**src/mem_config.svh**
```systemverilog
//////////////////////////////////////////////////////////////////////
// build-time sizes for the memory back end
//////////////////////////////////////////////////////////////////////

`ifndef MEM_CONFIG_SVH
`define MEM_CONFIG_SVH

`define XLEN        32 // data and address width
`define LB_DEPTH    4  // load buffer entries
`define MEM_WORDS   64 // data memory size in 32-bit words
`define MEM_LATENCY 3  // accepted load to returned tag and data

`endif

```
**src/mem_pkg.sv**
```systemverilog
//////////////////////////////////////////////////////////////////////
// bus, size and state enums plus the packets passed between
// load buffer, memory stage and data memory
//////////////////////////////////////////////////////////////////////

`default_nettype none
`include "mem_config.svh"

package mem_pkg;

	typedef enum logic [1:0] {
		BUS_NONE  = 2'b00,
		BUS_LOAD  = 2'b01,
		BUS_STORE = 2'b10
	} bus_command_t;

	typedef enum logic [1:0] {
		BYTE = 2'b00,
		HALF = 2'b01,
		WORD = 2'b10
	} mem_size_t;

	// memory stage controller
	typedef enum logic {
		READY,
		MEM_WAIT
	} dmem_state_t;

	typedef struct packed {
		logic              valid;
		logic [`XLEN-1:0]  address;
		logic [2:0]        mem_size; // [2] unsigned, [1:0] size
		logic [3:0]        rd_tag;   // rob tag
	} lb_packet_t;

	typedef struct packed {
		logic              valid;
		logic              wr_mem;      // store commit
		logic [`XLEN-1:0]  mem_address;
		logic [2:0]        mem_size;
		logic [`XLEN-1:0]  data_out;
	} commit_packet_t;

	typedef struct packed {
		logic              valid;
		logic [3:0]        rob_tag;
		logic [`XLEN-1:0]  value;
	} ex_wr_packet_t;

	typedef struct packed {
		bus_command_t      command;
		mem_size_t         size;
		logic [`XLEN-1:0]  addr;
		logic [`XLEN-1:0]  data;
	} dmem_req_t;

	typedef struct packed {
		logic [3:0]        response; // accept tag, same cycle as request
		logic [3:0]        tag;      // completing tag, 0 = none
		logic [`XLEN-1:0]  data;
	} dmem_rsp_t;

endpackage

`default_nettype wire

```
**src/data_memory.sv**
```systemverilog
//////////////////////////////////////////////////////////////////////
// byte-addressed data memory model, tagged fixed-latency loads
//////////////////////////////////////////////////////////////////////

`timescale 1ns/1ns
`default_nettype none
`include "mem_config.svh"

module data_memory (
	input  logic               clock,
	input  logic               reset,
	input  mem_pkg::dmem_req_t req,
	output mem_pkg::dmem_rsp_t rsp
);

	localparam int IDX_W  = $clog2(`MEM_WORDS);
	localparam int NBYTES = `XLEN / 8;

	logic [`XLEN-1:0]  mem [`MEM_WORDS];
	logic [3:0]        tag_pipe  [`MEM_LATENCY]; // 0 = empty slot
	logic [`XLEN-1:0]  data_pipe [`MEM_LATENCY];
	logic [3:0]        tag_cnt;                  // next accept tag, 1..15
	logic [IDX_W-1:0]  word_idx;
	logic [1:0]        offset;
	logic [NBYTES-1:0] byte_en;
	logic [`XLEN-1:0]  wdata;
	logic              is_load;
	logic              is_store;

	assign word_idx = req.addr[IDX_W+1:2];
	assign offset   = req.addr[1:0];
	assign is_load  = (req.command == mem_pkg::BUS_LOAD);
	assign is_store = (req.command == mem_pkg::BUS_STORE);

	// byte lanes for a store, aligned accesses only
	always_comb begin
		case (req.size)
			mem_pkg::BYTE: byte_en = NBYTES'(4'b0001) << offset;
			mem_pkg::HALF: byte_en = NBYTES'(4'b0011) << offset;
			default:       byte_en = '1;
		endcase
		wdata = req.data << (8 * offset); // low bytes moved to their lanes
	end

	// array, cleared on reset
	always_ff @(posedge clock) begin
		if (reset) begin
			for (int w = 0; w < `MEM_WORDS; w++)
				mem[w] <= '0;
		end else if (is_store) begin
			for (int b = 0; b < NBYTES; b++)
				if (byte_en[b])
					mem[word_idx][8*b +: 8] <= wdata[8*b +: 8];
		end
	end

	// tag counter and tag pipe, skip 0 on wrap
	always_ff @(posedge clock) begin
		if (reset) begin
			tag_cnt <= 4'd1;
			for (int s = 0; s < `MEM_LATENCY; s++)
				tag_pipe[s] <= '0;
		end else begin
			if (is_load)
				tag_cnt <= (tag_cnt == 4'd15) ? 4'd1 : tag_cnt + 1'b1;
			tag_pipe[0] <= is_load ? tag_cnt : 4'd0;
			for (int s = 1; s < `MEM_LATENCY; s++)
				tag_pipe[s] <= tag_pipe[s-1];
		end
	end

	// load data, word read and shifted down by the byte offset
	always_ff @(posedge clock) begin
		data_pipe[0] <= mem[word_idx] >> (8 * offset);
		for (int s = 1; s < `MEM_LATENCY; s++)
			data_pipe[s] <= data_pipe[s-1];
	end

	assign rsp.response = is_load ? tag_cnt : 4'd0; // accept in request cycle
	assign rsp.tag      = tag_pipe[`MEM_LATENCY-1];
	assign rsp.data     = data_pipe[`MEM_LATENCY-1];

endmodule

`default_nettype wire

```
**src/load_buffer.sv**
```systemverilog
//////////////////////////////////////////////////////////////////////
// in-order load queue, oldest entry presented to the memory stage
//////////////////////////////////////////////////////////////////////

`timescale 1ns/1ns
`default_nettype none
`include "mem_config.svh"

module load_buffer (
	input  logic                clock,
	input  logic                reset,
	input  mem_pkg::lb_packet_t dispatch_packet,
	input  logic                done,
	output mem_pkg::lb_packet_t head,
	output logic                full
);

	localparam int PTR_W = (`LB_DEPTH > 1) ? $clog2(`LB_DEPTH) : 1;
	localparam int CNT_W = $clog2(`LB_DEPTH + 1);

	mem_pkg::lb_packet_t entries [`LB_DEPTH]; // payload, no reset
	logic [PTR_W-1:0]    rd_ptr;
	logic [PTR_W-1:0]    wr_ptr;
	logic [CNT_W-1:0]    count;
	logic                push;
	logic                pop;
	logic                empty;

	// wrap at LB_DEPTH, depth need not be a power of two
	function automatic logic [PTR_W-1:0] ptr_inc(input logic [PTR_W-1:0] p);
		if (p == PTR_W'(`LB_DEPTH - 1))
			return '0;
		return p + 1'b1;
	endfunction

	assign empty = (count == '0);
	assign full  = (count == CNT_W'(`LB_DEPTH));
	assign push  = dispatch_packet.valid && !full; // dispatch holds off when full
	assign pop   = done && !empty;                 // writeback retires the head

	//////////////////////////////////////////////////////////////////////
	// pointers and occupancy
	//////////////////////////////////////////////////////////////////////

	always_ff @(posedge clock) begin
		if (reset) begin
			rd_ptr <= '0;
			wr_ptr <= '0;
			count  <= '0;
		end else begin
			if (push)
				wr_ptr <= ptr_inc(wr_ptr);
			if (pop)
				rd_ptr <= ptr_inc(rd_ptr);
			case ({push, pop})
				2'b10:   count <= count + 1'b1;
				2'b01:   count <= count - 1'b1;
				default: count <= count; // idle, or push and pop together
			endcase
		end
	end

	// entry storage
	always_ff @(posedge clock) begin
		if (push)
			entries[wr_ptr] <= dispatch_packet;
	end

	// oldest entry, valid only while something is queued
	always_comb begin
		head       = entries[rd_ptr];
		head.valid = !empty;
	end

endmodule

`default_nettype wire

```
**src/mem_stage.sv**
```systemverilog
//////////////////////////////////////////////////////////////////////
// memory stage: bus command select, outstanding load tracking,
// load data extension and writeback packet
//////////////////////////////////////////////////////////////////////

`timescale 1ns/1ns
`default_nettype none
`include "mem_config.svh"

module mem_stage (
	input  logic                    clock,
	input  logic                    reset,
	input  mem_pkg::lb_packet_t     head,
	input  mem_pkg::commit_packet_t cmt_packet,
	input  mem_pkg::dmem_rsp_t      rsp,
	output mem_pkg::dmem_req_t      req,
	output mem_pkg::ex_wr_packet_t  wb_packet
);

	mem_pkg::dmem_state_t  state;
	mem_pkg::dmem_state_t  next_state;
	mem_pkg::bus_command_t command;
	logic [3:0]            tag_q;     // tag of the load in flight
	logic                  load_issue;
	logic                  load_done;
	logic [`XLEN-1:0]      load_value;

	//////////////////////////////////////////////////////////////////////
	// stores always win the bus
	//////////////////////////////////////////////////////////////////////

	always_comb begin
		if (cmt_packet.valid && cmt_packet.wr_mem)
			command = mem_pkg::BUS_STORE;
		else if (head.valid && state == mem_pkg::READY)
			command = mem_pkg::BUS_LOAD;
		else
			command = mem_pkg::BUS_NONE;
	end

	assign load_issue = (command == mem_pkg::BUS_LOAD);

	// size, address and data follow the chosen source
	always_comb begin
		req.command = command;
		if (load_issue) begin
			req.size = mem_pkg::mem_size_t'(head.mem_size[1:0]);
			req.addr = head.address;
			req.data = '0; // loads carry no data
		end else begin
			req.size = mem_pkg::mem_size_t'(cmt_packet.mem_size[1:0]);
			req.addr = cmt_packet.mem_address;
			req.data = cmt_packet.data_out;
		end
	end

	//////////////////////////////////////////////////////////////////////
	// controller
	//////////////////////////////////////////////////////////////////////

	// waiting load completes when its own tag comes back
	assign load_done = (state == mem_pkg::MEM_WAIT) && (rsp.tag == tag_q);

	always_comb begin
		next_state = state;
		case (state)
			mem_pkg::READY:    if (load_issue) next_state = mem_pkg::MEM_WAIT;
			mem_pkg::MEM_WAIT: if (load_done) next_state = mem_pkg::READY;
			default:           next_state = mem_pkg::READY;
		endcase
	end

	always_ff @(posedge clock) begin
		if (reset) begin
			state <= mem_pkg::READY;
			tag_q <= '0;
		end else begin
			state <= next_state;
			if (load_issue)
				tag_q <= rsp.response; // accept tag from the same cycle
		end
	end

	//////////////////////////////////////////////////////////////////////
	// load extension and writeback
	//////////////////////////////////////////////////////////////////////

	always_comb begin
		case (head.mem_size[1:0])
			2'b00: begin // byte
				if (head.mem_size[2])
					load_value = {{(`XLEN-8){1'b0}}, rsp.data[7:0]};
				else
					load_value = {{(`XLEN-8){rsp.data[7]}}, rsp.data[7:0]};
			end
			2'b01: begin // half
				if (head.mem_size[2])
					load_value = {{(`XLEN-16){1'b0}}, rsp.data[15:0]};
				else
					load_value = {{(`XLEN-16){rsp.data[15]}}, rsp.data[15:0]};
			end
			default: load_value = rsp.data; // word as is
		endcase
	end

	assign wb_packet.valid   = load_done; // one-cycle pulse
	assign wb_packet.rob_tag = head.rd_tag;
	assign wb_packet.value   = load_value;

endmodule

`default_nettype wire

```
**src/mem_subsystem.sv**
```systemverilog
//////////////////////////////////////////////////////////////////////
// top level: load buffer, memory stage and data memory model
//////////////////////////////////////////////////////////////////////

`timescale 1ns/1ns
`default_nettype none

module mem_subsystem (
	input  logic                    clock,
	input  logic                    reset,
	input  mem_pkg::lb_packet_t     dispatch_packet,
	input  mem_pkg::commit_packet_t cmt_packet,
	output logic                    lb_full,
	output mem_pkg::ex_wr_packet_t  wb_packet
);

	mem_pkg::lb_packet_t lb_head; // oldest pending load
	mem_pkg::dmem_req_t  req;     // stage to memory
	mem_pkg::dmem_rsp_t  rsp;     // memory to stage

	// dispatched loads wait here in order
	load_buffer u_load_buffer (
		.clock           (clock),
		.reset           (reset),
		.dispatch_packet (dispatch_packet),
		.done            (wb_packet.valid), // writeback pops the head
		.head            (lb_head),
		.full            (lb_full)
	);

	mem_stage u_mem_stage (
		.clock      (clock),
		.reset      (reset),
		.head       (lb_head),
		.cmt_packet (cmt_packet),
		.rsp        (rsp),
		.req        (req),
		.wb_packet  (wb_packet)
	);

	data_memory u_data_memory (
		.clock (clock),
		.reset (reset),
		.req   (req),
		.rsp   (rsp)
	);

endmodule

`default_nettype wire

```
**config.mk**
```make
export PLATFORM = sky130hd
export DESIGN_NAME = mem_subsystem
export DESIGN_NICKNAME = d
export VERILOG_FILES = /design/src/mem_pkg.sv /design/src/data_memory.sv /design/src/load_buffer.sv /design/src/mem_stage.sv /design/src/mem_subsystem.sv
export VERILOG_INCLUDE_DIRS = /design/src
export SDC_FILE = /design/constraint.sdc
export NUM_CORES = 2
export LEC_CHECK = 0
export ABC_AREA = 1
export BUFFER_PORTS_ARGS = -buffer_cell sky130_fd_sc_hd__buf_2
export CORE_MARGIN = 2
export CORE_UTILIZATION = 38
export DETAILED_ROUTE_END_ITERATION = 16
export HOLD_SLACK_MARGIN = 0.06
export PLACE_DENSITY_LB_ADDON = 0.25
export SLEW_MARGIN = 20
export SYNTH_ARGS = -nofsm -noshare
export SYNTH_HDL_FRONTEND = slang
export SYNTH_SLANG_ARGS = --single-unit
```
**constraint.sdc**
```tcl
create_clock -name clock -period 2.7 [get_ports clock]
set_input_delay 0.54 -clock clock [delete_from_list [all_inputs] [get_ports clock]]
set_output_delay 0.54 -clock clock [all_outputs]
set_load 0.02 [all_outputs]
```
Word-level counts from Yosys, hierarchy flattened --
Memory sizes are Yosys's and may differ from the RTL's. A register that Yosys moved wholly into a read port is not among the register bits. Index checks and enable logic that the tools add are counted. W data, S select, Z words.
Cells by class: equal/unequal tests 11, div/mod/pow operators 0, multipliers 0, multiplexer cells 52, bitwise operators 4, $add $sub $neg 5, $lt $le $gt $ge 0, shift operators 4, reduce and logical (&&, ||, !) cells 12
Operators with widths (count):
- $mux W32 | 3
- $mux W66 | 1
- $pmux W32 S2 | 1
- $reduce_or A32 Y1 | 1
- $shl A32 B5 Y32 | 1
- $shr A32 B5 Y32 | 1
- $mux W1 | 30
- $mux W4 | 6
- $mux W2 | 7
- $eq A2 B1 Y1 const B | 4
- $eq A2 B2 Y1 const B | 4
- $pmux W4 S2 | 1
- $mux W6 | 1
- $pmux W3 S2 | 1
- $logic_and A1 B1 Y1 | 5
- $add A2 B1 Y2 const B | 2
- $add A4 B1 Y4 const B | 1
- $eq A4 B4 Y1 | 1
- $eq A4 B4 Y1 const B | 1
- $logic_not A2 Y1 | 2
- $shl A1 B2 Y4 const A | 1
- $shl A2 B2 Y4 const A | 1
- $add A3 B1 Y3 const B | 1
- $eq A3 B3 Y1 const B | 1
- other kinds (7) | 10
Word-level totals: register bits 16, bits in latches 0, logic and storage cells 98, memories 4, memory bits (writable) 2316, output and inout port bits 38, bits of input ports 111, ROM bits 0
Memory list:
- u_data_memory.mem | words 64, bits a word 32, rd ports 1, clocked after Yosys merged registers in 0, wr ports 64, RTL line data_memory.sv:19 | logic [`XLEN-1:0] mem [`MEM_WORDS];
- u_load_buffer.entries | words 4, bits a word 40, rd ports 1, clocked after Yosys merged registers in 1, wr ports 1, RTL line load_buffer.sv:21 | mem_pkg::lb_packet_t entries [`LB_DEPTH];
- u_data_memory.data_pipe | words 3, bits a word 32, rd ports 3, clocked after Yosys merged registers in 0, wr ports 3, RTL line data_memory.sv:21 | logic [`XLEN-1:0] data_pipe [`MEM_LATENCY];
- u_data_memory.tag_pipe | words 3, bits a word 4, rd ports 3, clocked after Yosys merged registers in 0, wr ports 3, RTL line data_memory.sv:20 | logic [3:0] tag_pipe [`MEM_LATENCY];

Longest topological paths before layout --
depth after elaboration 15, mapped depth 23, gate-level depth less buffers 21

By module --
Synthesis repeated with hierarchy kept, for this count alone.
Second synthesis, totals: cell total of the unflattened synthesis 12330, area total of the unflattened synthesis 107600.7 um^2
By module, submodules not included:
- data_memory | cells an instance 11589, area each 99923.3 um^2, instances 1, sequential area each 63741.1 um^2
- load_buffer | cells an instance 449, area each 6289.8 um^2, instances 1, sequential area each 4864.7 um^2
- mem_stage | cells an instance 292, area each 1387.6 um^2, instances 1, sequential area each 100.1 um^2

Least setup slack after synthesis --
No wires, ideal clock.
path kind in2reg, start point input port cmt_packet[68] in the netlist's numbering, end point memory u_data_memory.mem[22][0] in the netlist's numbering, enable pin, arrival time 2542 ps, path buffers 2, library setup time 329 ps, stages 13, data required time 2371 ps, slack -170 ps, cells stage by stage nand2_1 -> nand2_1 -> a21oi_4 -> buf_4 -> nand2_1 -> o21ai_2 -> inv_2 -> clkbuf_1 -> nor2_2 -> nand2_1 -> nor2_1 -> nand2_1 -> nand2_1
RTL lines:
- start, declared | RTL line mem_subsystem.sv:12 | input mem_pkg::commit_packet_t cmt_packet,
- end, declared | RTL line data_memory.sv:19

==> results list <==
* Run status: finished with violations
* Failing checks: setup timing
* Critical path capture point type: output pin
- Area of the multi-input gates: 38,200 um^2
- Subtracting the final worst setup slack from the clock period gives 3540 ps.
* Starting utilization of the core area: 38.2%
- Drt initial violations: 10,525
- Cells with a size suffix above 1 make up 19.6% of the layout.
- STA classifies the critical path startpoint as a flip-flop.
- Post-synthesis net count: 12,142
* Post-Route Skew: 110 ps
- The worst hold path was traced through 3 stages.
- The initial antenna violation count came to 12.
- Cell types with the largest area share after synthesis: edfxtp_1 61%, nand2_1 21%, nor2_1 8.0%, nand3_1 2.7%, dfxtp_1 2.4%
- Detail Placement HPWL: 261,000 um
* I/O pin cnt: 149
- Total number of clock tree sinks: 2,234
* Layout Area Growth over Synthesis: 28.7%
- Clock-pin slew was measured on the worst setup and hold paths at 60 ps.
- Final Hold Vio Count: 0
* Final layout net count: 13,143
- The die covers 279,000 um^2.
* Maximum level of the CTS H-tree: 4
* Final global-route overflow total: 0
* Via total after detailed routing: 88,393
- After detailed placement, the design holds a cell count of 16,110.
- The pre-antenna-repair detailed-routing pass consisted of 8 iterations.
- Adding up every negative setup slack in the final design gives -1,583,190 ps.
* Total power draw: 131 mW
- Final setup fails: 4,154
- Yosys mapped the design onto 41 distinct sky130hd cell types.
- R2R depth: 16
- Die X: 529 um
- In this run, synthesis produced a sequential element count of 2,234.
* Synthesized netlist cell count: 12,023
* Proportion of netlist area held by the largest area contributor: 60.5%
- Largest fanout on the critical path: 7
- Via/cell ratio: 5.26
* Max Cap Violations: 0
* Max Clk Rate: 283 MHz
* Post-DRT Antenna Nets: 0
- The startpoint identified for the worst hold timing path is cmt_packet[7].
- Cell at the root of the clock tree: clkbuf_16
- Top flip-flop cell by instance count after synthesis: edfxtp_1
- Global-route wire length before repair: 539,000 um
* Clk Latency, worst-skew pair: 950 ps
- Most area-hungry cell type in the Yosys netlist: edfxtp_1
* Number of standard cells in the final layout excluding fillers: 16,813
- Setup repair after global routing could not meet its margin everywhere.
- Flop-to-flop setup slack: -650 ps
- Warnings, synthesis: 0
* All-Layer GR Usage: 25.9%
- Die outline height: 529 um
- Counting flops with an async set or reset pin after synthesis yields a share of 0%.
* Start of the worst register-to-register path: u_load_buffer.count[0]
- Total standard cell area after synthesis: 105,000 um^2
- At the worst endpoint, the required time is 2160 ps.
- Port Buf Inserts: 99
- Fill cells in the final layout number 25,057.
* Row cnt: 192
- Detailed Route WL: 389,000 um
* Sequential cell area in the final layout: 65,800 um^2
- The max-slew violation count is 0.
- The via count of the first global-routing pass was 83,612.
* Maximum VDD drop: 631 uV
- After detailed routing, the average wire length per cell comes to 23.1 um.
- Sequential cells were found to cover 62.9% of the synthesized design area.
* Synthesized area divided by synthesized cell count: 8.70 um^2
- In this run the worst hold path is classified as input port to flip-flop.
- Clock tree from TritonCTS: done
- Final period utilization: 131%
- The total area inside the core boundary comes to 274,000 um^2.
* CTS buffer count: 243
- In the routed design, unresolved DRC markers number 0.
- Final hold analysis gives a worst-case slack of 168 ps.
- Maximum number of pins on one net before global-route repair: 67
- Power spread over the standard cell area amounts to 975 nW/um^2.
- Global placement routability congestion: 1.01
- EDFF count, synth: 2,108
* Data arrival time of the worst path: 3000 ps
- Summed area of non-filler cells in the final layout: 135,000 um^2
- End point of the worst hold path: u_data_memory.mem[18][7]
- Capturing point of the worst reg2reg path: u_data_memory.mem[46][14]
- Max clock buf depth: 4
- Cell area after placement: 120,000 um^2
- Worst Tran Pin Value: 538 ps
* Minimum setup slack in the final design: -839 ps
- Leakage Power: 58.2 nW
* Critical path type: flip-flop to output pin
- Normalized max-slew margin: 64.1%
[power by group]
part	total, mW	internal (mW)	switching [mW]
sequential	40.3	39.6	0.758
combinational	56.7	19.8	36.9
clock	34.2	20.0	14.2
total	131	79.4	51.9
[kinds of logic (layout without fill, tap and decap cells)]
group / Yosys count / in the layout / share of synthesized area [%]
and+or+nand+nor: 8677 / 8677 / 32.2
DFF: 2234 / 2234 / 62.9
buffers and inverters: 913 / 2103 / 3.69
AOI/OAI and AO/OA: 183 / 183 / 0.995
adders and majority gates: 8 / 8 / 0.103
xor gates and xnor gates: 4 / 4 / 0.0335
muxes: 4 / 4 / 0.0419
other: 0 / 11 / 0
[layout make-up]
| class | instances | share of cell area, % |
|---|---|---|
| Timing Repair inverter | 1 | 0.00651 |
| Clock buffer | 310 | 4.96 |
| Antenna cell | 11 | 0.0204 |
| Multi-Input combinational cell | 8876 | 28.4 |
| Tap cell | 3589 | 3.34 |
| Clock inverter | 124 | 1.05 |
| Timing Repair Buffer | 1514 | 12.9 |
| Sequential cell | 2234 | 48.9 |
| Inverter | 154 | 0.495 |
[state kept, by name, summed over array words and instances (netlist names), named ones only]
| register | count |
|---|---|
| u_data_memory.mem | 2048 |
| u_data_memory.data_pipe | 96 |
| u_load_buffer.entries | 60 |
| u_data_memory.tag_pipe | 12 |
| u_data_memory.tag_cnt | 4 |
| u_mem_stage.tag_q | 4 |
| u_load_buffer.count | 3 |
| u_load_buffer.rd_ptr | 2 |
| u_load_buffer.wr_ptr | 2 |
| u_mem_stage.state | 1 |
[Yosys cell counts (24+ instances only)]
| cell type | count |
|---|---|
| buf_4 | 36 |
| nand2_2 | 96 |
| nand3_1 | 565 |
| a21oi_1 | 25 |
| inv_1 | 123 |
| nor2_1 | 2222 |
| nand2_1 | 5755 |
| dfxtp_1 | 126 |
| nor2_2 | 24 |
| buf_1 | 63 |
| clkbuf_1 | 457 |
| inv_2 | 31 |
| buf_2 | 196 |
| edfxtp_1 | 2108 |
| o21ai_0 | 111 |
[metal layers]
layer / global-route usage [%] / up-vias / wire length [um]
met2: 40.7 / 4263 / 175000
met3: 4.67 / 790 / 38200
li1: - / 40548 / -
met5: 0.485 / - / 240
met4: 14.6 / 8 / 24800
met1: 33.9 / 42784 / 150000
[stage by stage]
stage	setup WS [ps]	utilization [%]
final	-839	49.2
after global routing	-919	49.2
after CTS	-830	47.3
after detailed placement	-1020	43.8
after global placement	-1000	43.8
after floorplan	-74.9	-
[critical path, cell delays in order (launching register included)]
cell      delay [ps]
dfxtp_4          390
buf_6            130
buf_6            110
nand2_2           40
a32o_2           360
nand2_2          120
inv_2             60
nand3_4           70
a21boi_4         230
buf_12           180
nand2_2           70
buf_6            150
buf_6            130
[layout by cell type, fill, tap and decap left out, drive strengths merged]
cell type / instances
clkbuf: 353
a211oi: 1
fa: 1
o21ai: 126
clkinv: 82
o21bai: 1
o211ai: 7
nand2: 5851
dlygate4sd3: 17
o221ai: 3
diode: 11
a21oi: 26
nor4: 1
o211a: 2
nor3: 7
buf: 1453
bufbuf: 1
or3b: 1
o22ai: 8
clkinvlp: 11
a32oi: 1
a32o: 2
bufinv: 28
nand3: 568
edfxtp: 2108
nor2: 2248
o31ai: 1
dfxtp: 126
inv: 158
a31o: 4
xor2: 4
mux2i: 4
ha: 7
nor3b: 1
a21boi: 1
[how the worst max path moves through the flow]
stage / end / start / slack, ps / depth (start not counted)
6_report: wb_packet[19] / flip-flop / -840 / 12
3_5_place_dp: u_data_memory.mem[19][2] / cmt_packet[68] / -1020 / 15
3_3_place_gp: u_data_memory.mem[19][2] / cmt_packet[68] / -1000 / 15
4_1_cts: wb_packet[31] / flip-flop / -830 / 11
2_1_floorplan: u_data_memory.mem[27][0] / cmt_packet[68] / -70 / 12
5_1_grt: wb_packet[19] / flip-flop / -920 / 12
[what timing repair did]
action / 4_1_cts / 5_1_grt
cloned: 5 / 50
setup endpoints to repair: 4156 / 4158
gates resized for setup: 240 / 646
endpoints found under the hold margin: 72 / 0
hold buffers: 17 / 0
pin swaps: 31 / 112
setup buffers: 51 / 153
No activity file was read; power rests on OpenSTA's default activity.
